## src/glb_settings.svh

```systemverilog
`ifndef GLB_SETTINGS_SVH
`define GLB_SETTINGS_SVH

// bank geometry
// byte address into one bank
`define GLB_ADDR_WIDTH 12
// one bank word
`define GLB_BANK_DATA_WIDTH 64
// bytes per word, also the address step of the dma
`define GLB_BANK_BYTES 8
// read enable to valid read data, in cycles
`define GLB_BANK_RD_LATENCY 2

// configuration bus
// upper half of a bank word
`define GLB_CFG_ADDR_WIDTH 32
// lower half of a bank word
`define GLB_CFG_DATA_WIDTH 32

// parallel config dma
// word count of one run
`define GLB_MAX_CFGS_WIDTH 9
// tiles in the chain
`define GLB_NUM_TILES 16
// configured chain latency
`define GLB_LATENCY_WIDTH 5
// fixed part of the done delay
`define GLB_PC_FIXED_LATENCY 6

`endif

```

## src/glb_pkg.sv

```systemverilog
`default_nettype none

`include "glb_settings.svh"

package glb_pkg;

    // byte address into the bank
    typedef logic [`GLB_ADDR_WIDTH-1:0] glb_addr_t;

    // one bank word
    typedef logic [`GLB_BANK_DATA_WIDTH-1:0] bank_data_t;

    // halves of a configuration bus write
    // cfg address sits in the upper bits of a bank word
    typedef logic [`GLB_CFG_ADDR_WIDTH-1:0] cfg_addr_t;
    typedef logic [`GLB_CFG_DATA_WIDTH-1:0] cfg_data_t;

    // words left in a run
    typedef logic [`GLB_MAX_CFGS_WIDTH-1:0] cfg_cnt_t;

    // chain latency, in tiles
    typedef logic [`GLB_LATENCY_WIDTH-1:0] pc_latency_t;

    // dma state
    typedef enum logic {
        PC_IDLE = 1'b0,
        PC_RUN  = 1'b1
    } pc_state_t;

endpackage

`default_nettype wire

```

## src/glb_done_delay.sv

```systemverilog
`timescale 1ns/100ps
`default_nettype none

`include "glb_settings.svh"

module glb_done_delay (
    input  logic                 clk,
    input  logic                 reset,
    input  logic                 pulse_in,
    input  glb_pkg::pc_latency_t pc_latency,
    output logic                 pulse_out
);

    // enough stages for the longest chain
    localparam int DEPTH = 2 * `GLB_NUM_TILES + `GLB_PC_FIXED_LATENCY;
    localparam int TAP_W = $clog2(DEPTH);

    // stage i holds the input delayed by i+1 cycles
    logic [DEPTH-1:0] line;

    // latency held to the chain length so the tap stays in range
    glb_pkg::pc_latency_t lat_c;
    logic [TAP_W-1:0]     tap_idx;

    assign lat_c = (pc_latency > `GLB_LATENCY_WIDTH'(`GLB_NUM_TILES)) ?
                   `GLB_LATENCY_WIDTH'(`GLB_NUM_TILES) : pc_latency;

    // 2 cycles per tile plus the fixed part, minus the stage offset
    assign tap_idx = TAP_W'({lat_c, 1'b0}) + TAP_W'(`GLB_PC_FIXED_LATENCY - 1);

    // never stalls, several pulses may be in flight
    always_ff @(posedge clk or posedge reset) begin
        if (reset) begin
            line <= '0;
        end else begin
            line <= {line[DEPTH-2:0], pulse_in};
        end
    end

    assign pulse_out = line[tap_idx];

endmodule

`default_nettype wire

```

## config.mk

```make
export PLATFORM = sky130hd
export DESIGN_NAME = glb_done_delay
export DESIGN_NICKNAME = d
export VERILOG_FILES = /design/src/glb_pkg.sv /design/src/glb_done_delay.sv
export VERILOG_INCLUDE_DIRS = /design/src
export SDC_FILE = /design/constraint.sdc
export NUM_CORES = 1
export LEC_CHECK = 0
export BUFFER_PORTS_ARGS = -buffer_cell sky130_fd_sc_hd__buf_4
export CELL_PAD_IN_SITES_DETAIL_PLACEMENT = 0
export CELL_PAD_IN_SITES_GLOBAL_PLACEMENT = 1
export CORE_UTILIZATION = 35
export CTS_CLUSTER_SIZE = 8
export DETAILED_ROUTE_END_ITERATION = 10
export GPL_TIMING_DRIVEN = 0
export PLACE_DENSITY_LB_ADDON = 0.1
export SLEW_MARGIN = 20
export SYNTH_ARGS = -nofsm -noshare
export SYNTH_HDL_FRONTEND = slang
export SYNTH_SLANG_ARGS = --single-unit
```

## constraint.sdc

```tcl
create_clock -name clk -period 2.7 [get_ports clk]
set_clock_uncertainty 0.1 [all_clocks]
set_input_delay 0 -clock clk [delete_from_list [all_inputs] [get_ports clk]]
set_output_delay 0 -clock clk [all_outputs]
set_load 0.005 [all_outputs]
```

======== Yosys cells after proc, flatten, opt, wreduce, memory -nomap -nowiden ========
Cells that the tools add are included.
cells by class
  $lt $le $gt $ge ......................... 2
  div/mod/pow operators ................... 0
  equal/unequal tests ..................... 0
  add/sub/neg operators ................... 1
  multipliers ............................. 0
  shifts and indexed selects .............. 0
  reductions and logical operators ........ 0
  muxes and demuxes ....................... 3
  bitwise operators ....................... 0
operators with widths
  kind                                                 count
  < comparator 6 x 7 -> 1 bit (second input constant)  1
  adder 6 x 3 -> 6 bit (second input constant)         1
  binary-select mux 1 bit (select 6 bit)               1
  > comparator 5 bit (second input constant)           1
  two-way mux 5 bit                                    1
  two-way mux 1 bit                                    1
word-level totals
  logic and storage cells ................. 7
  ROM bits ................................ 0
  bits in writable memories ............... 0
  flip-flop bits (word level) ............. 38
  latch bits .............................. 0
  memories kept ........................... 0
  input port bits ......................... 8
  output and inout port bits .............. 1

======== Depth between registers and ports, before layout ========
Gate-level depths: netlist of the first run.
  depth after elaboration ................. 5
  gate-level depth with buffers ........... 8
  depth with buffers taken out ............ 8

======== Worst setup path before layout of the first run ========
No wires, ideal clock.
  kind .................................... input-to-output
  start ................................... in pc_latency[4]
  end ..................................... out pulse_out
  data required time ...................... 2.600 ns
  slack ................................... 1.620 ns
  path buffers ............................ 0
  stages .................................. 5
  data arrival time ....................... 0.980 ns
  cells stage by stage .................... nand2b_2 -> inv_2 -> ha_1 -> mux2_2 -> o221ai_2
between the ends
  longest elaborated chain between the ends .. 5
ends and longest elaborated chain
  item                                         line                  source
  start, declared                              glb_done_delay.sv:10  input glb_pkg::pc_latency_t pc_latency,
  > comparator 5 bit                           glb_done_delay.sv:25  assign lat_c = (pc_latency > `GLB_LATENCY_WIDTH'(`GLB_NUM_TILES)) ?
  two-way mux 5 bit (*)                        glb_done_delay.sv:25
  adder 6 x 3 -> 6 bit (*)                     glb_done_delay.sv:29  assign tap_idx = TAP_W'({lat_c, 1'b0}) + TAP_W'(`GLB_PC_FIXED_LATENCY - 1);
  binary-select mux 1 bit (select 6 bit) (*)   glb_done_delay.sv:40  assign pulse_out = line[tap_idx];
  two-way mux 1 bit (not written as such) (*)  glb_done_delay.sv:40
  end, declared                                glb_done_delay.sv:11  output logic pulse_out
Every way passes the cells marked *; elsewhere a longest branch is shown, timed or not. The select of a mux whose other input is x is not followed.

======== Final worst setup path of the first run ========
  start ................................... reg line[9]
  end ..................................... out pulse_out
between the ends
  longest elaborated chain between the ends .. 2
ends and longest elaborated chain
  item                                     line                  source
  start, declared                          glb_done_delay.sv:19  logic [DEPTH-1:0] line;
  start signal, assigned                   glb_done_delay.sv:36  line <= {line[DEPTH-2:0], pulse_in};
  binary-select mux 1 bit (select 6 bit)   glb_done_delay.sv:40
  two-way mux 1 bit (not written as such)  glb_done_delay.sv:40
Every way passes these cells. The select of a mux whose other input is x is not followed.

==> flow_summary.yaml, run 1 <==
global_routing:
  grt_max_degree: 39
  gr_ovfl_total: 0
  antenna_violations_before_repair: 0
  vias_in_the_first_global_route: 648
  grt.total_usage_pct: 12.6
  wire_length_of_the_first_global_routing_pass_um: 3110
worst_setup_path:
  worstPathArrival_ps: 1600
  critPathLaunchType: "flop"
  critical_path.endpoint_type: "output pin"
  critical_path_peak_fanout: 2
  worstRegToRegCells: 0
  cp_data_required_time_ps: 2600
  criticalPathCategory: "reg -> out"
power:
  power.share.clock_pct: 42.1
  power_report.internal_total_uw: 942
  netSwitchingFraction_pct: 19.5
  comb_power_share_pct: 5.8
  total_leakage_power_nw: 0.668
  power_switching_uw: 228
  power.sequential.fraction_pct: 52.1
  p_per_area_nw_per_um2: 788
  ir_worst_vdd_uv: 344
floorplanning:
  area_of_the_die_um2: 3790
  design.core.area_um2: 3360
  die_h_um: 61.6
  initial_utilization_pct: 36.9
  floorplan.rows: 21
  ioPinCount: 9
  die_width_um: 61.6
timing:
  drv_slew: 0
  max-slew-margin-rel_pct: 50.1
  tightest_slew_ps: 747
  totalNegativeSetupSlack_ps: 0
  timing.hold.ws_ps: 204
  min_period_over_period_pct: 63.0
  period_needed_ps: 1700
  finalHoldViolCount: 0
  setup_repair_after_global_routing_missed_its_margin: "false"
  timing.final.setup_violations: 0
  fmax_mhz: 588
finish:
  flip_flop_count_of_the_largest_register_after_layout: 38
  final_net_count: 107
  diodes: 0
  largestRegisters: "line (38)"
  layout.core_utilization_pct: 44.1
  drive_above_1_share_pct: 22.2
  layout-area-overhead-vs-synth_pct: 19.4
  fin_cells: 145
  final_area_um2: 1480
  registers.top_by_ff_count: "line"
hold_path:
  hold_class: "in -> reg"
  hold_depth: 2
clock_tree:
  number_of_clock_sinks: 38
  htreeDepth: 2
  clock_tree.buffer_depth: 2
  ctsRootBufferMaster: "sky130_fd_sc_hd__clkbuf_4"
  cts-resized-gates: 0
  clock_slew_at_the_register_clock_pins_of_the_worst_setup_and_hold_paths_ps: 120
  clock_insertion_delay_worst_skew_ps: 350
  total_clock_buffers_created_by_cts: 5
  cts_setup_buffers: 0
  tritoncts: "done"
routing:
  vias_per_cell: 4.58
  post_drt_wl_per_cell_um: 13.3
  wirelength_met1_um: 1030
  first_drt_pass_iteration_count: 3
  wl_met3_um: 87
  met2WireLength_um: 749
  route.antenna.remaining_nets: 0
  via_count: 664
  drc: 0
  drtIter0Drc: 13
  dr.max_layer_used: "met4"
  drt_wl_total_um: 1930
logic_synthesis:
  share_of_synthesized_area_occupied_by_flip_flops_and_latches_pct: 76.5
  yosysWarnings: 0
  syn_area_per_cell_um2: 15.2
  synthesis.instances: 82
  synth_nets: 91
  synthDistinctLibCells: 22
  ys_ff_latch: 38
  post_synth_instance_area_um2: 1240
outcome:
  run_status: "complete, no violations"
placed_design:
  io_port_bufs: 7
  place.gp.congestion: 0.734
  placedCellCount: 135
  dpl_cell_area_um2: 1350
  hpwlAfterDp_um: 1250
job:
  count_of_maximum_capacitance_violations: 0
## area by class of cell
type	instances	area (um2)
repair buffers	9	72.6
flip-flops and latches	38	951
inverters	5	18.8
clock inverters	2	60.1
clock buffers	6	51.3
multi-input cells	38	265
fillers	322	1880
plain buffers	1	7.51
well taps	46	57.6
## kinds of logic (layout without fill, tap and decap cells)
logic type / Yosys count / in the layout / share of synthesized area, %
buffers and inverters: 6 / 23 / 2.11
AOI/OAI and AO/OA: 15 / 15 / 7.55
and+or+nand+nor: 16 / 16 / 7.85
DFF: 38 / 38 / 76.5
adders and majority gates: 1 / 1 / 1.01
muxes: 6 / 6 / 4.93
## layer usage
| metal | vias to the layer above | track usage (%) |
|---|---|---|
| met5 | - | 0 |
| met4 | 0 | 8.57 |
| met3 | 8 | 5.67 |
| met2 | 13 | 14.6 |
| met1 | 332 | 18.2 |
| li1 | 311 | - |
## power by group through the flow
| stage | sequential (mW) | combinational [mW] | clock, mW |
|---|---|---|---|
| after detailed placement | 0.621 | 0.0672 | 0 |
| final | 0.609 | 0.0681 | 0.493 |
| after global placement | 0.620 | 0.0663 | 0 |
| after CTS | 0.610 | 0.0698 | 0.506 |
| after floorplan | 0.616 | 0.0437 | 0 |
| after global routing | 0.613 | 0.0771 | 0.525 |
## layout by cell type (no fill, tap or decap), types with 3 or more instances in the layout
cell type and count:
sky130_fd_sc_hd__nand3_1 3, sky130_fd_sc_hd__inv_1 3, sky130_fd_sc_hd__mux2i_1 5, sky130_fd_sc_hd__clkbuf_4 5
sky130_fd_sc_hd__buf_4 8, sky130_fd_sc_hd__nor2b_1 4, sky130_fd_sc_hd__a21oi_1 7, sky130_fd_sc_hd__dfrtp_1 38
sky130_fd_sc_hd__o21ai_0 4
## what timing repair did
item | 4_1_cts | 5_1_grt
endpoints found under the setup margin | 0 | 0
hold buffers | 2 | 0
endpoints found under the hold margin | 39 | 0
## Yosys cell counts, drive strengths merged
library cell	count	area, um2
mux2	1	11.3
nor2	2	7.51
nand2b	2	15.0
o21ai	4	20.0
a31oi	1	6.26
and2b	2	17.5
mux2i	5	50.1
nand3	3	15.0
dfrtp	38	951
ha	1	12.5
nor3	1	5.00
nand2	1	3.75
o221ai	3	32.5
nand4b	1	8.76
nor2b	4	25.0
inv	5	18.8
a21oi	7	35.0
buf	1	7.51
## worst paths after layout
check / startpoint / end / slack, ps
max: line[9] / pulse_out / 1000
min: pulse_in / line[0] / 200
max reg2reg: line[5] / line[6] / 2070
max in group asynchronous: reset / line[23] / 1770
min reg2reg: line[18] / line[19] / 260
min in group asynchronous: reset / line[27] / 240
## worst max-delay path, cell delays in order, from the launching register on
cell	delay [ps]
sky130_fd_sc_hd__dfrtp_1	370
sky130_fd_sc_hd__mux2i_1	80
sky130_fd_sc_hd__a21oi_1	130
sky130_fd_sc_hd__o21ai_0	90
sky130_fd_sc_hd__mux2_2	280
sky130_fd_sc_hd__o221ai_2	150
sky130_fd_sc_hd__buf_4	140
## metrics by stage
step | power (mW) | setup WS (ps)
2_1_floorplan | 0.660 | 1620
3_3_place_gp | 0.687 | 1230
3_5_place_dp | 0.688 | 1240
4_1_cts | 1.19 | 994
5_1_grt | 1.22 | 911
6_report | 1.17 | 999
Note: power is estimated with default switching activity, not from simulation.
==> inputs of run 2 (changes only) <==
ABC_AREA = 1   (was unset)
clock period = 1.5 ns   (was 2.7 ns; I/O delays follow)
==> run 2 against run 1 <==
Against the previous run:
- sequential share of layout area fell by 5.1 points
- first-iteration DRC count rose by 15%
- area after synthesis rose by 6.8%
- routed wire length rose by 7.3%
- synthesized cell count rose by 50%
- die area rose by 6.6%
- core utilization fell by 0.069 points
- clock power rose by 100%
- flip-flop and latch count did not move
- worst setup slack got worse by 970 ps
- non-clock buffer count rose by 1
- highest routed layer unchanged
==> flow_summary.yaml, run 2 <==
power:
  ir_worst_vdd_uv: 569
  power.share.clock_pct: 44.6
  comb_power_share_pct: 6.5
  power.sequential.fraction_pct: 48.9
  p_per_area_nw_per_um2: 1390
  power_switching_uw: 445
  power_report.internal_total_mw: 1.80
  fin_total_pwr_mw: 2.24
  total_leakage_power_nw: 0.858
  netSwitchingFraction_pct: 19.8
timing:
  max-slew-margin-rel_pct: 51.6
  postLayoutSetupSlackWorst_ps: 29.4
  drv_slew: 0
  min_period_over_period_pct: 98.0
  setup_repair_after_global_routing_missed_its_margin: "true"
  period_needed_ps: 1470
  timing.final.setup_violations: 0
  tightest_slew_ps: 725
  finalHoldViolCount: 0
  fmax_mhz: 680
worst_setup_path:
  worst_path_max_delay_cell: "sky130_fd_sc_hd__dfrtp_1"
  cpPeakStageDelay_ps: 390
  cpMostUsedCell: "sky130_fd_sc_hd__nand2_1"
  critical_path_peak_fanout: 2
  worstPathArrival_ps: 1370
  cp_data_required_time_ps: 1400
  critPathLaunchType: "flop"
  criticalPathCategory: "reg -> out"
  critical_path.endpoint_type: "output pin"
  critical_path.cell_chain: "inv_1 > nand3_1 > nand3_1 > nand2_1 > nand2_1 > nand2_1 > nand2_1 > nand2_1 > nand2_1 > nand2_1 > buf_4"
routing:
  drc: 0
  drtIter0Drc: 15
  post_drt_wl_per_cell_um: 10.9
  via_count: 801
  vias_per_cell: 4.22
  drt_wl_total_um: 2070
  first_drt_pass_iteration_count: 4
  route.antenna.remaining_nets: 0
job:
  count_of_maximum_capacitance_violations: 0
logic_synthesis:
  asyncSetResetFlopFracSynth_pct: 100
  synthDominantAreaCellType: "sky130_fd_sc_hd__dfrtp_1"
  share_of_synthesized_area_occupied_by_flip_flops_and_latches_pct: 71.6
  synth_fa_ha_area_share_pct: 0.943
  synth_commonest_cells: "sky130_fd_sc_hd__dfrtp_1, sky130_fd_sc_hd__nand2_1, sky130_fd_sc_hd__inv_1"
  synth_edf_count: 0
  synthDistinctLibCells: 13
  synth_xor_area_share_pct: 0
  synthSimpleGateAreaFrac_pct: 18.1
  synthDominantCellAreaShare_pct: 71.6
  synthMostInstantiatedCell: "sky130_fd_sc_hd__dfrtp_1"
  ys_ff_latch: 38
  yosysWarnings: 0
  synth_nets: 132
  synthFlopType: "sky130_fd_sc_hd__dfrtp_1"
  main_combinational_cell_family_by_area_after_synthesis: "simple AND/OR/NAND/NOR gates"
  synthesis.instances: 123
  yosys-mux-area-fraction_pct: 0
  synth_compound_area_share_pct: 1.70
  post_synth_instance_area_um2: 1330
  syn_area_per_cell_um2: 10.8
  area_contributors_post_synth: "sky130_fd_sc_hd__dfrtp_1, sky130_fd_sc_hd__nand2_1, sky130_fd_sc_hd__inv_1"
floorplanning:
  ioPinCount: 9
  die_h_um: 63.6
  floorplan.rows: 22
  die_width_um: 63.6
  design.core.area_um2: 3660
  area_of_the_die_um2: 4040
  initial_utilization_pct: 36.3
placed_design:
  place.gp.congestion: 0.749
  dp_worst_setup_slack_ps: 94.7
  io_port_bufs: 8
  hpwlAfterDp_um: 1400
finish:
  flip_flop_count_of_the_largest_register_after_layout: 38
  layout.core_utilization_pct: 44.1
  registers.top_by_ff_count: "line"
  final_net_count: 150
  most-common-layout-cells: "sky130_fd_sc_hd__dfrtp_1, sky130_fd_sc_hd__nand2_1, sky130_fd_sc_hd__inv_1"
  layout-area-overhead-vs-synth_pct: 21.5
  drive_above_1_share_pct: 16.9
  largestRegisters: "line (38)"
  diodes: 0
  layout.cells.most_common: "sky130_fd_sc_hd__dfrtp_1"
hold_path:
  hold_class: "reg -> reg"
global_routing:
  grt_max_degree: 39
  wire_length_of_the_first_global_routing_pass_um: 3820
  grt.total_usage_pct: 12.6
  gr_ovfl_total: 0
  antenna_violations_before_repair: 0
  vias_in_the_first_global_route: 881
clock_tree:
  htreeDepth: 2
  clock_tree.buffer_depth: 2
  clock_slew_at_the_register_clock_pins_of_the_worst_setup_and_hold_paths_ps: 70
  clock_insertion_delay_worst_skew_ps: 280
  cts-resized-gates: 0
  number_of_clock_sinks: 38
  tritoncts: "done"
  total_clock_buffers_created_by_cts: 5
  ctsRootBufferMaster: "sky130_fd_sc_hd__clkbuf_8"
outcome:
  run_status: "complete, no violations"
==> run 2: layer usage <==
metal  wire length [um]  GRT usage [%]
met1                964           15.5
met4                 12           5.11
met3                 74           4.89
met5                  0              0
met2               1010           19.7
==> run 2: through the flow <==
| stage | hold slack (ps) | instance area [um2] | std cells | setup TNS [ps] |
|---|---|---|---|---|
| final | 251 | 1610 | 190 | 0 |
| after global routing | 261 | 1610 | 190 | -91.6 |
| after detailed placement | 14.0 | 1450 | 179 | 0 |
| after CTS | 249 | 1610 | 189 | 0 |
| after floorplan | -68.6 | 1330 | 123 | 0 |
| after global placement | 11.4 | 1450 | 179 | 0 |
==> run 2: power by group through the flow <==
stage / combinational (mW) / clock [mW] / sequential, mW
after floorplan: 0.0936 / 0 / 1.11
after global placement: 0.142 / 0 / 1.12
after detailed placement: 0.142 / 0 / 1.12
after CTS: 0.148 / 1.03 / 1.10
after global routing: 0.170 / 1.08 / 1.10
final: 0.145 / 1.00 / 1.10
==> run 2: layout make-up <==
type / count / area (um2)
Clock buffer: 5 / 68.8
Clock inverter: 3 / 68.8
Fill cell: 375 / 2050
Inverter: 27 / 101
Multi-Input combinational cell: 58 / 275
Sequential cell: 38 / 951
Tap cell: 48 / 60.1
Timing Repair Buffer: 11 / 87.6
==> run 2: path summary, 6_finish.rpt <==
path	start	endpoint	slack, ps	depth (start not counted)
worst max-delay path	line[7]	pulse_out	30	11
worst min-delay path	line[34]	line[35]	250	0
worst max register to register	line[15]	line[16]	790	1
worst min register to register	line[34]	line[35]	250	0
max in group asynchronous	reset	line[33]	530	3
min in group asynchronous	reset	line[2]	300	3
==> run 2: worst max-delay path: cells and delay by family, from the launching register on <==
kind                   cells  cell delay (ps)
buffers and inverters      2              190
flip-flops                 1              390
AND/OR/NAND/NOR            9              520
==> run 2: timing repair <==
item | CTS | global route
setup buffers | 0 | 1
hold buffers | 2 | 0
endpoints found under the setup margin | 0 | 1
endpoints found under the hold margin | 39 | 0
==> run 2: logic make-up after synthesis <==
kind of cell / count (synthesis)
simple gates: 53
flops: 38
buf+inv: 27
compound gates: 4
fa+ha+maj: 1
