`src/glb_settings.svh`:
```
`ifndef GLB_SETTINGS_SVH
`define GLB_SETTINGS_SVH

// bank geometry
// byte address into one bank
`define GLB_ADDR_WIDTH 12
// one bank word
`define GLB_BANK_DATA_WIDTH 64
// bytes per word, also the address step of the dma
`define GLB_BANK_BYTES 8
// read enable to valid read data, in cycles
`define GLB_BANK_RD_LATENCY 2

// configuration bus
// upper half of a bank word
`define GLB_CFG_ADDR_WIDTH 32
// lower half of a bank word
`define GLB_CFG_DATA_WIDTH 32

// parallel config dma
// word count of one run
`define GLB_MAX_CFGS_WIDTH 9
// tiles in the chain
`define GLB_NUM_TILES 16
// configured chain latency
`define GLB_LATENCY_WIDTH 5
// fixed part of the done delay
`define GLB_PC_FIXED_LATENCY 6

`endif

```
`src/glb_pkg.sv`:
```
`default_nettype none

`include "glb_settings.svh"

package glb_pkg;

    // byte address into the bank
    typedef logic [`GLB_ADDR_WIDTH-1:0] glb_addr_t;

    // one bank word
    typedef logic [`GLB_BANK_DATA_WIDTH-1:0] bank_data_t;

    // halves of a configuration bus write
    // cfg address sits in the upper bits of a bank word
    typedef logic [`GLB_CFG_ADDR_WIDTH-1:0] cfg_addr_t;
    typedef logic [`GLB_CFG_DATA_WIDTH-1:0] cfg_data_t;

    // words left in a run
    typedef logic [`GLB_MAX_CFGS_WIDTH-1:0] cfg_cnt_t;

    // chain latency, in tiles
    typedef logic [`GLB_LATENCY_WIDTH-1:0] pc_latency_t;

    // dma state
    typedef enum logic {
        PC_IDLE = 1'b0,
        PC_RUN  = 1'b1
    } pc_state_t;

endpackage

`default_nettype wire

```
`src/glb_pc_dma.sv`:
```
`timescale 1ns/100ps
`default_nettype none

`include "glb_settings.svh"

module glb_pc_dma (
    input  logic               clk,
    input  logic               reset,

    // configuration fields
    input  logic               pc_dma_mode,
    input  logic               pc_start_pulse,
    input  glb_pkg::glb_addr_t  pc_start_addr,
    input  glb_pkg::cfg_cnt_t   pc_num_cfgs,

    // read request to the bank
    output logic               rd_en,
    output glb_pkg::glb_addr_t  rd_addr,

    // read response from the bank
    input  glb_pkg::bank_data_t rd_data,
    input  logic               rd_data_valid,

    // configuration bus
    output logic               cfg_wr_en,
    output glb_pkg::cfg_addr_t  cfg_addr,
    output glb_pkg::cfg_data_t  cfg_data,

    // end of run, before the chain delay
    output logic               done_raw
);

    // state and run bookkeeping
    glb_pkg::pc_state_t state;
    glb_pkg::pc_state_t state_next;
    logic               start_accept;
    logic               start_q;

    // words left and next word address
    glb_pkg::cfg_cnt_t  cnt;
    glb_pkg::cfg_cnt_t  cnt_next;
    glb_pkg::glb_addr_t addr;
    glb_pkg::glb_addr_t addr_next;

    // run phase conditions
    logic               issue;
    logic               last;

    // captured response word
    glb_pkg::bank_data_t rd_data_q;
    logic                rd_valid_q;

    // start only counts in pc mode and while idle
    // a start during a run is dropped
    assign start_accept = pc_dma_mode & pc_start_pulse & (state == glb_pkg::PC_IDLE)
                        & ~start_q;

    // one read per cycle while words are left
    assign issue = (state == glb_pkg::PC_RUN) & (cnt != '0);
    // counter empty, run ends on the next edge
    assign last  = (state == glb_pkg::PC_RUN) & (cnt == '0);

    always_ff @(posedge clk or posedge reset) begin
        if (reset) begin
            start_q <= 1'b0;
        end else begin
            start_q <= start_accept;
        end
    end

    // state transitions
    always_comb begin
        state_next = state;
        case (state)
            glb_pkg::PC_IDLE: begin
                if (start_q) begin
                    state_next = glb_pkg::PC_RUN;
                end
            end
            glb_pkg::PC_RUN: begin
                if (last) begin
                    state_next = glb_pkg::PC_IDLE;
                end
            end
            default: begin
                state_next = glb_pkg::PC_IDLE;
            end
        endcase
    end

    // counter and address stepping
    always_comb begin
        cnt_next  = cnt;
        addr_next = addr;
        if (start_q) begin
            cnt_next  = pc_num_cfgs;
            addr_next = pc_start_addr;
        end else if (issue) begin
            cnt_next  = cnt - `GLB_MAX_CFGS_WIDTH'(1);
            // wraps at the address width
            addr_next = addr + `GLB_ADDR_WIDTH'(`GLB_BANK_BYTES);
        end
    end

    always_ff @(posedge clk or posedge reset) begin
        if (reset) begin
            state    <= glb_pkg::PC_IDLE;
            cnt      <= '0;
            rd_en    <= 1'b0;
            done_raw <= 1'b0;
        end else begin
            state    <= state_next;
            cnt      <= cnt_next;
            rd_en    <= issue;
            done_raw <= last;
        end
    end

    // address only meaningful alongside a strobe
    always_ff @(posedge clk) begin
        addr <= addr_next;
        if (issue) begin
            rd_addr <= addr;
        end
    end

    // response capture
    // trusted by its valid bit, only this dma reads the bank
    always_ff @(posedge clk or posedge reset) begin
        if (reset) begin
            rd_valid_q <= 1'b0;
        end else begin
            rd_valid_q <= rd_data_valid;
        end
    end

    always_ff @(posedge clk) begin
        if (rd_data_valid) begin
            rd_data_q <= rd_data;
        end
    end

    // split onto the configuration bus
    assign cfg_wr_en = rd_valid_q;
    assign cfg_addr  = rd_data_q[`GLB_CFG_DATA_WIDTH +: `GLB_CFG_ADDR_WIDTH];
    assign cfg_data  = rd_data_q[0 +: `GLB_CFG_DATA_WIDTH];

endmodule

`default_nettype wire

```
`config.mk`:
```
export PLATFORM = sky130hd
export DESIGN_NAME = glb_pc_dma
export DESIGN_NICKNAME = d
export VERILOG_FILES = /design/src/glb_pkg.sv /design/src/glb_pc_dma.sv
export VERILOG_INCLUDE_DIRS = /design/src
export SDC_FILE = /design/constraint.sdc
export NUM_CORES = 1
export LEC_CHECK = 0
export ABC_AREA = 1
export BUFFER_PORTS_ARGS = -buffer_cell sky130_fd_sc_hd__buf_4
export CORE_MARGIN = 4
export CORE_UTILIZATION = 50
export CTS_BUF_LIST = sky130_fd_sc_hd__clkbuf_16
export CTS_CLUSTER_DIAMETER = 60
export DETAILED_ROUTE_END_ITERATION = 10
export GPL_TIMING_DRIVEN = 1
export PLACE_DENSITY = 0.83
export SLEW_MARGIN = 15
export SYNTH_ARGS = -nofsm -noshare
export SYNTH_HDL_FRONTEND = slang
export SYNTH_SLANG_ARGS = --single-unit
```
`constraint.sdc`:
```
create_clock -name clk -period 2.3 [get_ports clk]
set_input_delay 0.23 -clock clk [delete_from_list [all_inputs] [get_ports clk]]
set_output_delay 0.23 -clock clk [all_outputs]
set_load 0.005 [all_outputs]
```
; ---- Word-level counts from Yosys, hierarchy flattened
; Index checks and enable logic that the tools add are counted.
[word_totals]
wordCells = 28
out_inout_bits = 79
ff_bits = 102
[classes]
n_addsub = 2
bitwise = 7
n_mux = 7
reduce_logical = 3
[op_table]
columns = cell, count
row1 = two-way mux 12 bit, 2
row2 = two-way mux 9 bit, 2
row3 = adder 12 x 4 -> 12 bit (second input constant), 1
row4 = zero test 9 bit, 1
row5 = nonzero test 9 bit, 1
row6 = subtractor 9 x 1 -> 9 bit (second input constant), 1
row7 = AND 1 bit, 5
row8 = two-way mux 1 bit, 2
row9 = NOT 1 bit, 2
row10 = case mux 1 bit (2 select lines), 1
row11 = nonzero test 2 bit, 1

; ---- Logic depth before layout (Yosys ltp)
; Gate-level depths: netlist of the first run.
[logic_depth]
depth_word = 4
ltp_mapped = 10
ltp_nobuf = 10

; ---- Least setup slack after synthesis of the first run
; Ideal clock, no wire load.
[synth_timing]
kind = reg2reg
start = register cnt[0]
end = register rd_addr[0] (enable)
required_ns = 1.953
n_path_buf = 0
arrival_ns = 1.176
path_stages_with_launch = 8
path_slack_ns = 0.778
path_cell_list = dfrtp_1 > inv_1 > ha_1 > nand2_1 > nor2_2 > nand3_2 > nand2_4 > inv_1
[synth_between]
elab_chain_cells = 2
[synth_lines]
columns = element, line_no
row1 = from (decl), glb_pc_dma.sv:40  ; glb_pkg::cfg_cnt_t cnt;
row2 = from (signal assigned), glb_pc_dma.sv:113  ; cnt <= cnt_next;
row3 = nonzero test 9 bit, glb_pc_dma.sv:59  ; assign issue = (state == glb_pkg::PC_RUN) & (cnt != '0);
row4 = AND 1 bit, glb_pc_dma.sv:59
row5 = named net issue, glb_pc_dma.sv:46  ; logic issue;
row6 = to (signal assigned), glb_pc_dma.sv:123  ; rd_addr <= addr;
row7 = to (decl), glb_pc_dma.sv:18  ; output glb_pkg::glb_addr_t rd_addr,
; The timed path passes the listed nets, and every way through them passes these cells.
; A chain may end at the register's enable or synchronous reset.

; ---- Worst setup path in the final report of the first run
[layout_timing]
start = register cnt[0]
end = register rd_addr[5] (enable)
; Same word-level chain as after synthesis.

==> results of run 1 <==
state kept, by name, summed over array words and instances, names as in the netlist, 9 cells and up:
| register | flops |
|---|---|
| rd_data_q | 64 |
| cnt | 9 |
| addr | 12 |
| rd_addr | 12 |
placed cells by master (no fill, tap or decap):
cell / Yosys / routed
sky130_fd_sc_hd__inv_1: 19 / 19
sky130_fd_sc_hd__ha_1: 2 / 2
sky130_fd_sc_hd__edfxtp_1: 88 / 88
sky130_fd_sc_hd__a22oi_1: 1 / 1
sky130_fd_sc_hd__nand4_1: 3 / 3
sky130_fd_sc_hd__nand2_1: 51 / 51
sky130_fd_sc_hd__a22o_1: 1 / 1
sky130_fd_sc_hd__nor3b_2: 1 / 1
sky130_fd_sc_hd__nor2_2: 2 / 2
sky130_fd_sc_hd__dlygate4sd3_1: 0 / 1
sky130_fd_sc_hd__a21oi_1: 4 / 4
sky130_fd_sc_hd__o21ai_2: 4 / 4
sky130_fd_sc_hd__clkinv_4: 0 / 2
sky130_fd_sc_hd__xnor2_1: 1 / 1
sky130_fd_sc_hd__clkbuf_16: 0 / 9
sky130_fd_sc_hd__dfrtp_1: 14 / 14
sky130_fd_sc_hd__inv_6: 0 / 1
sky130_fd_sc_hd__and3_1: 1 / 1
sky130_fd_sc_hd__nand3_1: 17 / 17
sky130_fd_sc_hd__a31oi_1: 1 / 1
sky130_fd_sc_hd__inv_8: 0 / 1
sky130_fd_sc_hd__nand2_2: 1 / 1
sky130_fd_sc_hd__inv_2: 3 / 3
sky130_fd_sc_hd__o21bai_1: 1 / 1
sky130_fd_sc_hd__o21ai_0: 9 / 9
sky130_fd_sc_hd__clkinv_1: 0 / 1
sky130_fd_sc_hd__buf_4: 0 / 169
sky130_fd_sc_hd__nor2_1: 18 / 18
sky130_fd_sc_hd__nand2_4: 2 / 2
sky130_fd_sc_hd__clkinvlp_4: 0 / 2
sky130_fd_sc_hd__nand3_2: 1 / 1
worst max-delay path, cell delays in order, from the launching register on:
cell and delay (ps):
sky130_fd_sc_hd__dfrtp_1 350, sky130_fd_sc_hd__inv_1 80, sky130_fd_sc_hd__ha_1 230, sky130_fd_sc_hd__nand2_1 100, sky130_fd_sc_hd__nor2_2 40, sky130_fd_sc_hd__nand3_2 110, sky130_fd_sc_hd__nand2_4 80, sky130_fd_sc_hd__inv_1 380
worst paths after layout:
| check | from | endpoint | slack (ps) | cells past startpoint |
|---|---|---|---|---|
| worst max-delay path | cnt[0] | rd_addr[5] | 560 | 7 |
| worst min-delay path | rd_data[51] | rd_data_q[51] | 70 | 1 |
| worst max register to register | cnt[0] | rd_addr[5] | 560 | 7 |
| worst min register to register | addr[2] | rd_addr[2] | 430 | 0 |
| max in group asynchronous | reset | cnt[6] | 1430 | 3 |
| min in group asynchronous | reset | cfg_wr_en | 500 | 3 |
final cells by class:
class | count | area share [%]
clock buffers | 9 | 4.20
clock inverters | 7 | 1.05
inverters | 22 | 1.54
multi-input cells | 121 | 11.1
flip-flops and latches | 102 | 55.9
well taps | 99 | 2.31
repair buffers | 170 | 23.9
per-layer routing:
metal	share of wire, %	vias up	track usage [%]
li1	-	1231	-
met1	36	1149	22.4
met2	53	115	34.9
met3	10	10	7.37
met4	1.4	0	5.90
met5	0	-	0
cells by family after synthesis:
logic type,count (synthesis)
adder cells (fa/ha/maj),2
AND/OR/NAND/NOR,97
flip-flops,102
AO/OA/AOI/OAI,21
buffers and inverters,28
XOR/XNOR,1
power by group:
part | switching [mW] | leakage (nW) | internal [mW]
clock network | 0.649 | 0.132 | 0.744
logic | 0.729 | 1.21 | 0.606
registers | 0.211 | 1.04 | 2.51
total | 1.59 | 2.38 | 3.86
per-stage QoR:
stage / total power [mW] / instances
floorplan: 3.45 / 251
global placement: 4.03 / 513
detailed placement: 4.11 / 513
CTS: 5.52 / 530
global route: 5.80 / 530
finish: 5.45 / 530
repair_timing:
action	4_1_cts	5_1_grt
gates resized for setup	0	0
endpoints found under the hold margin	14	0
hold buffers	1	0
==> results.txt, run 1 <==
----------------------------------------------------
[Synth]
  Predominant post-synthesis flop cell ... sky130_fd_sc_hd__edfxtp_1
  Netlist area before placement ... ~0.0037 sq mm
  Number of register bits inferred by synthesis ... between 100 and 150
  Combinational family with the most area after synthesis ... simple AND/OR/NAND/NOR gates
  Simple-gate share of the synthesized area ... around an eighth
  Top cells by area, synth ... sky130_fd_sc_hd__edfxtp_1 (71%), sky130_fd_sc_hd__dfrtp_1 (9.5%), sky130_fd_sc_hd__nand2_1 (5.2%)
  Number of enable-type register cells in the synthesized netlist ... 88
  Adder and majority cell fraction of the synthesized area ... less than 1%
  Number of warnings reported in the yosys synthesis log ... 0
  Post-Syn Nets ... between 300 and 400
  Fraction of the yosys area taken by sequential cells ... 80.8%
  XOR/XNOR share of the synthesized area ... less than 1%
  Compound-cell area share of the yosys netlist ... 3.51%
  Portion of netlist area occupied by mux cells ... 0%
  Number of distinct library cells after synthesis ... 27
  Ranking of synthesized cells by instance count ... sky130_fd_sc_hd__edfxtp_1 (88), sky130_fd_sc_hd__nand2_1 (51), sky130_fd_sc_hd__inv_1 (19)
  Cell with the most instances after synthesis ... sky130_fd_sc_hd__edfxtp_1
  Syn Inst Count ... approximately 250
  Top-area cell type share of the netlist area ... between 70% and 80%
  Share of flip-flops with an asynchronous set or reset ... a little over an eighth
  Mean area per synthesized cell ... 14.8 sq um
  Cell accounting for the most synthesized area ... sky130_fd_sc_hd__edfxtp_1

[Timing]
  Minimum hold slack ... 68.1 ps
  Ratio of final minimum period to clock period ... roughly 76%
  Min Tclk post-route ... around 1700 ps
  Number of max-slew violations in the final report ... 0
  Worst slew margin relative to its limit ... 47.0%
  Setup ws final ... roughly 560 ps
  Worst-margin pin slew ... around 800 ps
  Top achievable clock speed ... approximately 0.58 GHz
  Final setup TNS ... 0 ps
  Total of endpoints with negative setup slack in the final report ... 0
  Setup repair after global routing missed its margin ... false
  Final-report hold violation count ... 0
  Worst Skew ... between 5 and 6 ps

[Pwr]
  LEAKAGE ... approximately 2.4 nW
  Worst VDD drop ... 0.573 mV
  P per Cell Area ... 1020 mW/mm^2

[Floorplanning]
  Horiz. Die Dim ... approximately 94 microns
  Total die area ... 0.00885 sq mm
  Die height ... around 94 microns
  Count of pins on the block boundary ... 169
  Effective utilization at floorplan ... approximately 50%
  FP Rows ... 31
  Total core area ... between 0.007 and 0.008 sq mm

[Final layout]
  Summed area of non-filler cells in the final layout ... ~0.0054 sq mm
  Area taken by multi-input logic gates ... roughly 600 sq um
  Synthesis-to-layout area growth ... 44.5%
  Filler Cells Inserted ... 488
  Sequential cell area ... approximately 0.0030 sq mm
  Layout net count ... 518
  Final core utilization ... between 70% and 80%
  Diode count ... 0
  Layout cells sized above 1 ... 45.9%

[Flow run]
  Count of maximum capacitance violations ... 0

[Global route]
  Final global-route overflow total ... 0
  GRT Overall Usage ... slightly below 20%
  Wire length of the first global-routing pass ... around 13,000 microns
  Vias in the first global route ... 2,462
  Largest net degree at the start of global routing ... 66
  Initial antenna violation count ... 0

[Placement]
  Final GP Congestion ... ~0.79
  Cell Area, Placed ... just over 0.005 sq mm
  IO buf count ... ~170
  Worst setup slack before clock tree synthesis ... between 500 and 600 ps
  HPWL after DPL ... roughly 7000 microns

[Drt]
  Count of TritonRoute iterations in the first routing pass ... 5
  Initial drt markers ... 98
  Vias ... 2,505
  Routed length per placed instance ... 16.4 microns
  Via-per-instance ratio ... 4.73
  DRT antenna net count ... 0
  Total length of routed wires ... about 8700 microns
  DRC violations left ... 0

[Clocking]
  Number of buffers inserted by post-CTS setup repair ... 0
  Number of clock sinks seen by CTS ... 102
  Cell at the root of the clock tree ... sky130_fd_sc_hd__clkbuf_16
  Number of buffers inserted during clock tree synthesis ... 9
  Clock-pin slew reported for the worst setup and hold paths after clock tree synthesis ... ~70 ps
  CTS tree ... built
  Clk_lat worst skew ... roughly 330 ps
  H-tree depth ... 3
  Maximum clock path buffer count ... 2

[Critical path]
  Arrival time at the worst endpoint ... ~1700 ps
  Kind of start point of the critical path ... register
  Critical path data required time ... 2270 ps
  Kind of capture point of the worst setup path ... register
  Highest fanout seen on the critical path ... 13
  Crit Path Class ... reg -> reg

[Run status]
  Result of the run ... complete, no violations

[Hold path]
  Class of the worst hold path ... in -> reg

----------------------------------------------------
No activity file was read; power rests on OpenSTA's default activity.
==> inputs of run 2 (changes only) <==
Settings changed: CORE_UTILIZATION 50 to 46, PLACE_DENSITY 0.83 to 0.77.
Clock period 2.3 ns to 1.6 ns, I/O delays scaled along.
==> results.txt, run 2 (synthesized netlist as in run 1, its figures left out) <==
----------------------------------------------------
[Critical path]
  Kind of start point of the critical path ... register
  Chain of cells forming the critical path ... inv_2 > ha_4 > nand2_2 > nor2_4 > nand3_2 > nand2_4 > clkinvlp_4 > buf_12
  Arrival time at the worst endpoint ... 1670 ps (-40 ps)
  Worst reg2reg path depth ... 8 (+1)
  Number of buffer and inverter instances along the worst setup path ... 3 (+1)
  Worst r2r src ... cnt[1]
  Setup slack of the worst register-to-register path ... 20 ps (-540 ps)
  Highest fanout seen on the critical path ... 13 (unchanged)
  Top cell family by delay on the critical path ... simple AND/OR/NAND/NOR gates
  Kind of capture point of the worst setup path ... register
  Number of gates on the worst path with buffers counted ... 8 (+1)
  Reg2reg end ... rd_addr[4]
  Critical path data required time ... 1700 ps (-570 ps)
  Critical-path cell with the highest stage delay ... sky130_fd_sc_hd__dfrtp_1
  Stage delay of the slowest cell on the critical path ... 400 ps (+20 ps)
  Crit Path Class ... reg -> reg

[Floorplanning]
  Total core area ... 0.00777 sq mm (+7.7%)
  Total die area ... 0.00956 sq mm (+7.9%)
  FP Rows ... 32 (+3.2%)
  Count of pins on the block boundary ... 169 (unchanged)
  Effective utilization at floorplan ... 47.7% (-3.7 points)
  Horiz. Die Dim ... 97.8 microns (+3.9%)
  Die height ... 97.8 microns (+3.9%)

[Timing]
  Number of max-slew violations in the final report ... 0 (unchanged)
  Worst Skew ... 3.87 ps (-1.44 ps)
  Final-report hold violation count ... 0 (unchanged)
  Setup ws final ... 22.2 ps (-540 ps)
  Worst slew margin relative to its limit ... 60.8% (+14 points)
  Total of endpoints with negative setup slack in the final report ... 0 (unchanged)
  Minimum hold slack ... 16.1 ps (-52.0 ps)
  Worst-margin pin slew ... 588 ps (-207 ps)
  Final setup TNS ... 0 ps (unchanged)
  Min Tclk post-route ... 1580 ps (-160 ps)
  Top achievable clock speed ... 0.634 GHz (+10%)
  Ratio of final minimum period to clock period ... 98.6% (+23 points)

[Drt]
  Vias ... 3,030 (+21%)
  Count of TritonRoute iterations in the first routing pass ... 4 (-1)
  Total length of routed wires ... 12,400 microns (+42%)
  DRT antenna net count ... 0 (unchanged)
  Via-per-instance ratio ... 4.98 (+5.4%)
  Initial drt markers ... 95 (-3.1%)
  Routed length per placed instance ... 20.4 microns (+24%)
  DRC violations left ... 0 (unchanged)

[Final layout]
  Final core utilization ... 79.8% (+5.6 points)
  Fin cells ... 608 (+15%)
  Summed area of non-filler cells in the final layout ... 0.00620 sq mm (+16%)
  Synthesis-to-layout area growth ... 67.3%
  Commonest cells after routing, fill and taps aside ... sky130_fd_sc_hd__buf_4 (177), sky130_fd_sc_hd__edfxtp_1 (88), sky130_fd_sc_hd__dlygate4sd3_1 (61)
  Register with the most flip-flops ... rd_data_q
  Layout net count ... 592 (+14%)
  Top Registers ... rd_data_q: 64 flops, addr: 12 flops, rd_addr: 12 flops
  Layout cells sized above 1 ... 45.0% (-0.99 points)
  Most frequent standard cell in the layout excluding fill and tap cells ... sky130_fd_sc_hd__buf_4
  Number of flip-flops under the largest register name ... 64 (unchanged)

[Global route]
  Largest net degree at the start of global routing ... 38 (-42%)
  Vias in the first global route ... 2,924 (+19%)
  Final global-route overflow total ... 0 (unchanged)
  Initial antenna violation count ... 1 (+1)
  Wire length of the first global-routing pass ... 17,200 microns (+33%)
  GRT Overall Usage ... 24.0% (+4.2 points)

[Hold path]
  Hold Path Cell Cnt ... 1 (unchanged)
  Class of the worst hold path ... in -> reg
  Worst hold endpoint ... rd_data_q[11]
  Critical hold path startpoint ... rd_data[11]

[Pwr]
  P per Cell Area ... 1390 mW/mm^2 (+36%)
  LEAKAGE ... 2.71 nW (+14%)
  Final Power ... 8.60 mW (+58%)
  Worst VDD drop ... 0.833 mV (+45%)

[Run status]
  Result of the run ... complete, no violations

[Clocking]
  Clk_lat worst skew ... 330 ps (about the same)
  H-tree depth ... 3 (unchanged)
  CTS tree ... built
  Cell at the root of the clock tree ... sky130_fd_sc_hd__clkbuf_16
  Number of clock sinks seen by CTS ... 102 (unchanged)
  Number of buffers inserted during clock tree synthesis ... 9 (unchanged)
  Maximum clock path buffer count ... 2 (unchanged)
  Clock-pin slew reported for the worst setup and hold paths after clock tree synthesis ... 70 ps (about the same)

[Placement]
  Worst setup slack before clock tree synthesis ... -72.9 ps (-632 ps)
  HPWL after DPL ... 7060 microns (+2.7%)
  Number of placed cells counting well taps ... 525 (+2.3%)
  IO buf count ... 168 (unchanged)
  Cell Area, Placed ... 0.00515 sq mm (+1.7%)
  Final GP Congestion ... 0.837 (+6.3%)

[Flow run]
  Count of maximum capacitance violations ... 0 (unchanged)

----------------------------------------------------
## run 2: area by class of cell
class                      count  area, sq um
tap                          102          128
inverter                      22         90.1
clock inverter                 7         51.3
timing repair buffer         241         2000
multi-input combinational    124          709
fill                         454         1570
clock buffer                   9          225
antenna                        1         2.50
sequential                   102         2990
## run 2: worst max-delay path by stage
stage | from | end | slack, ps
after floorplan | cnt[0] | rd_addr[0] | 80
after global placement | cnt[0] | rd_addr[1] | -5
after detailed placement | cnt[0] | rd_addr[11] | -70
after CTS | cnt[1] | cnt[1] | 10
after global routing | cnt[0] | rd_addr[4] | -20
final | cnt[1] | rd_addr[4] | 20
## run 2: what timing repair did
item | in CTS | in global routing
pin swaps | 0 | 4
hold buffers | 53 | 8
endpoints found under the setup margin | 29 | 32
endpoints found under the hold margin | 66 | 8
buffers inserted | 1 | 1
gates cloned | 1 | 2
resized for setup | 5 | 20
## run 2: layer usage
metal | global-route usage, % | share of wire [%] | wire (microns) | up-vias
li1 | - | - | - | 1390
met1 | 28.0 | 36 | 4440 | 1475
met2 | 42.6 | 55 | 6810 | 151
met3 | 7.36 | 7.4 | 922 | 14
met4 | 7.35 | 1.7 | 209 | 0
met5 | 0 | 0 | 0 | -
## run 2: power breakdown
part	internal [mW]	total (mW)	switching (mW)
registers	3.61	3.97	0.360
logic	1.25	2.60	1.35
clock network	1.06	2.04	0.981
total	5.91	8.60	2.69
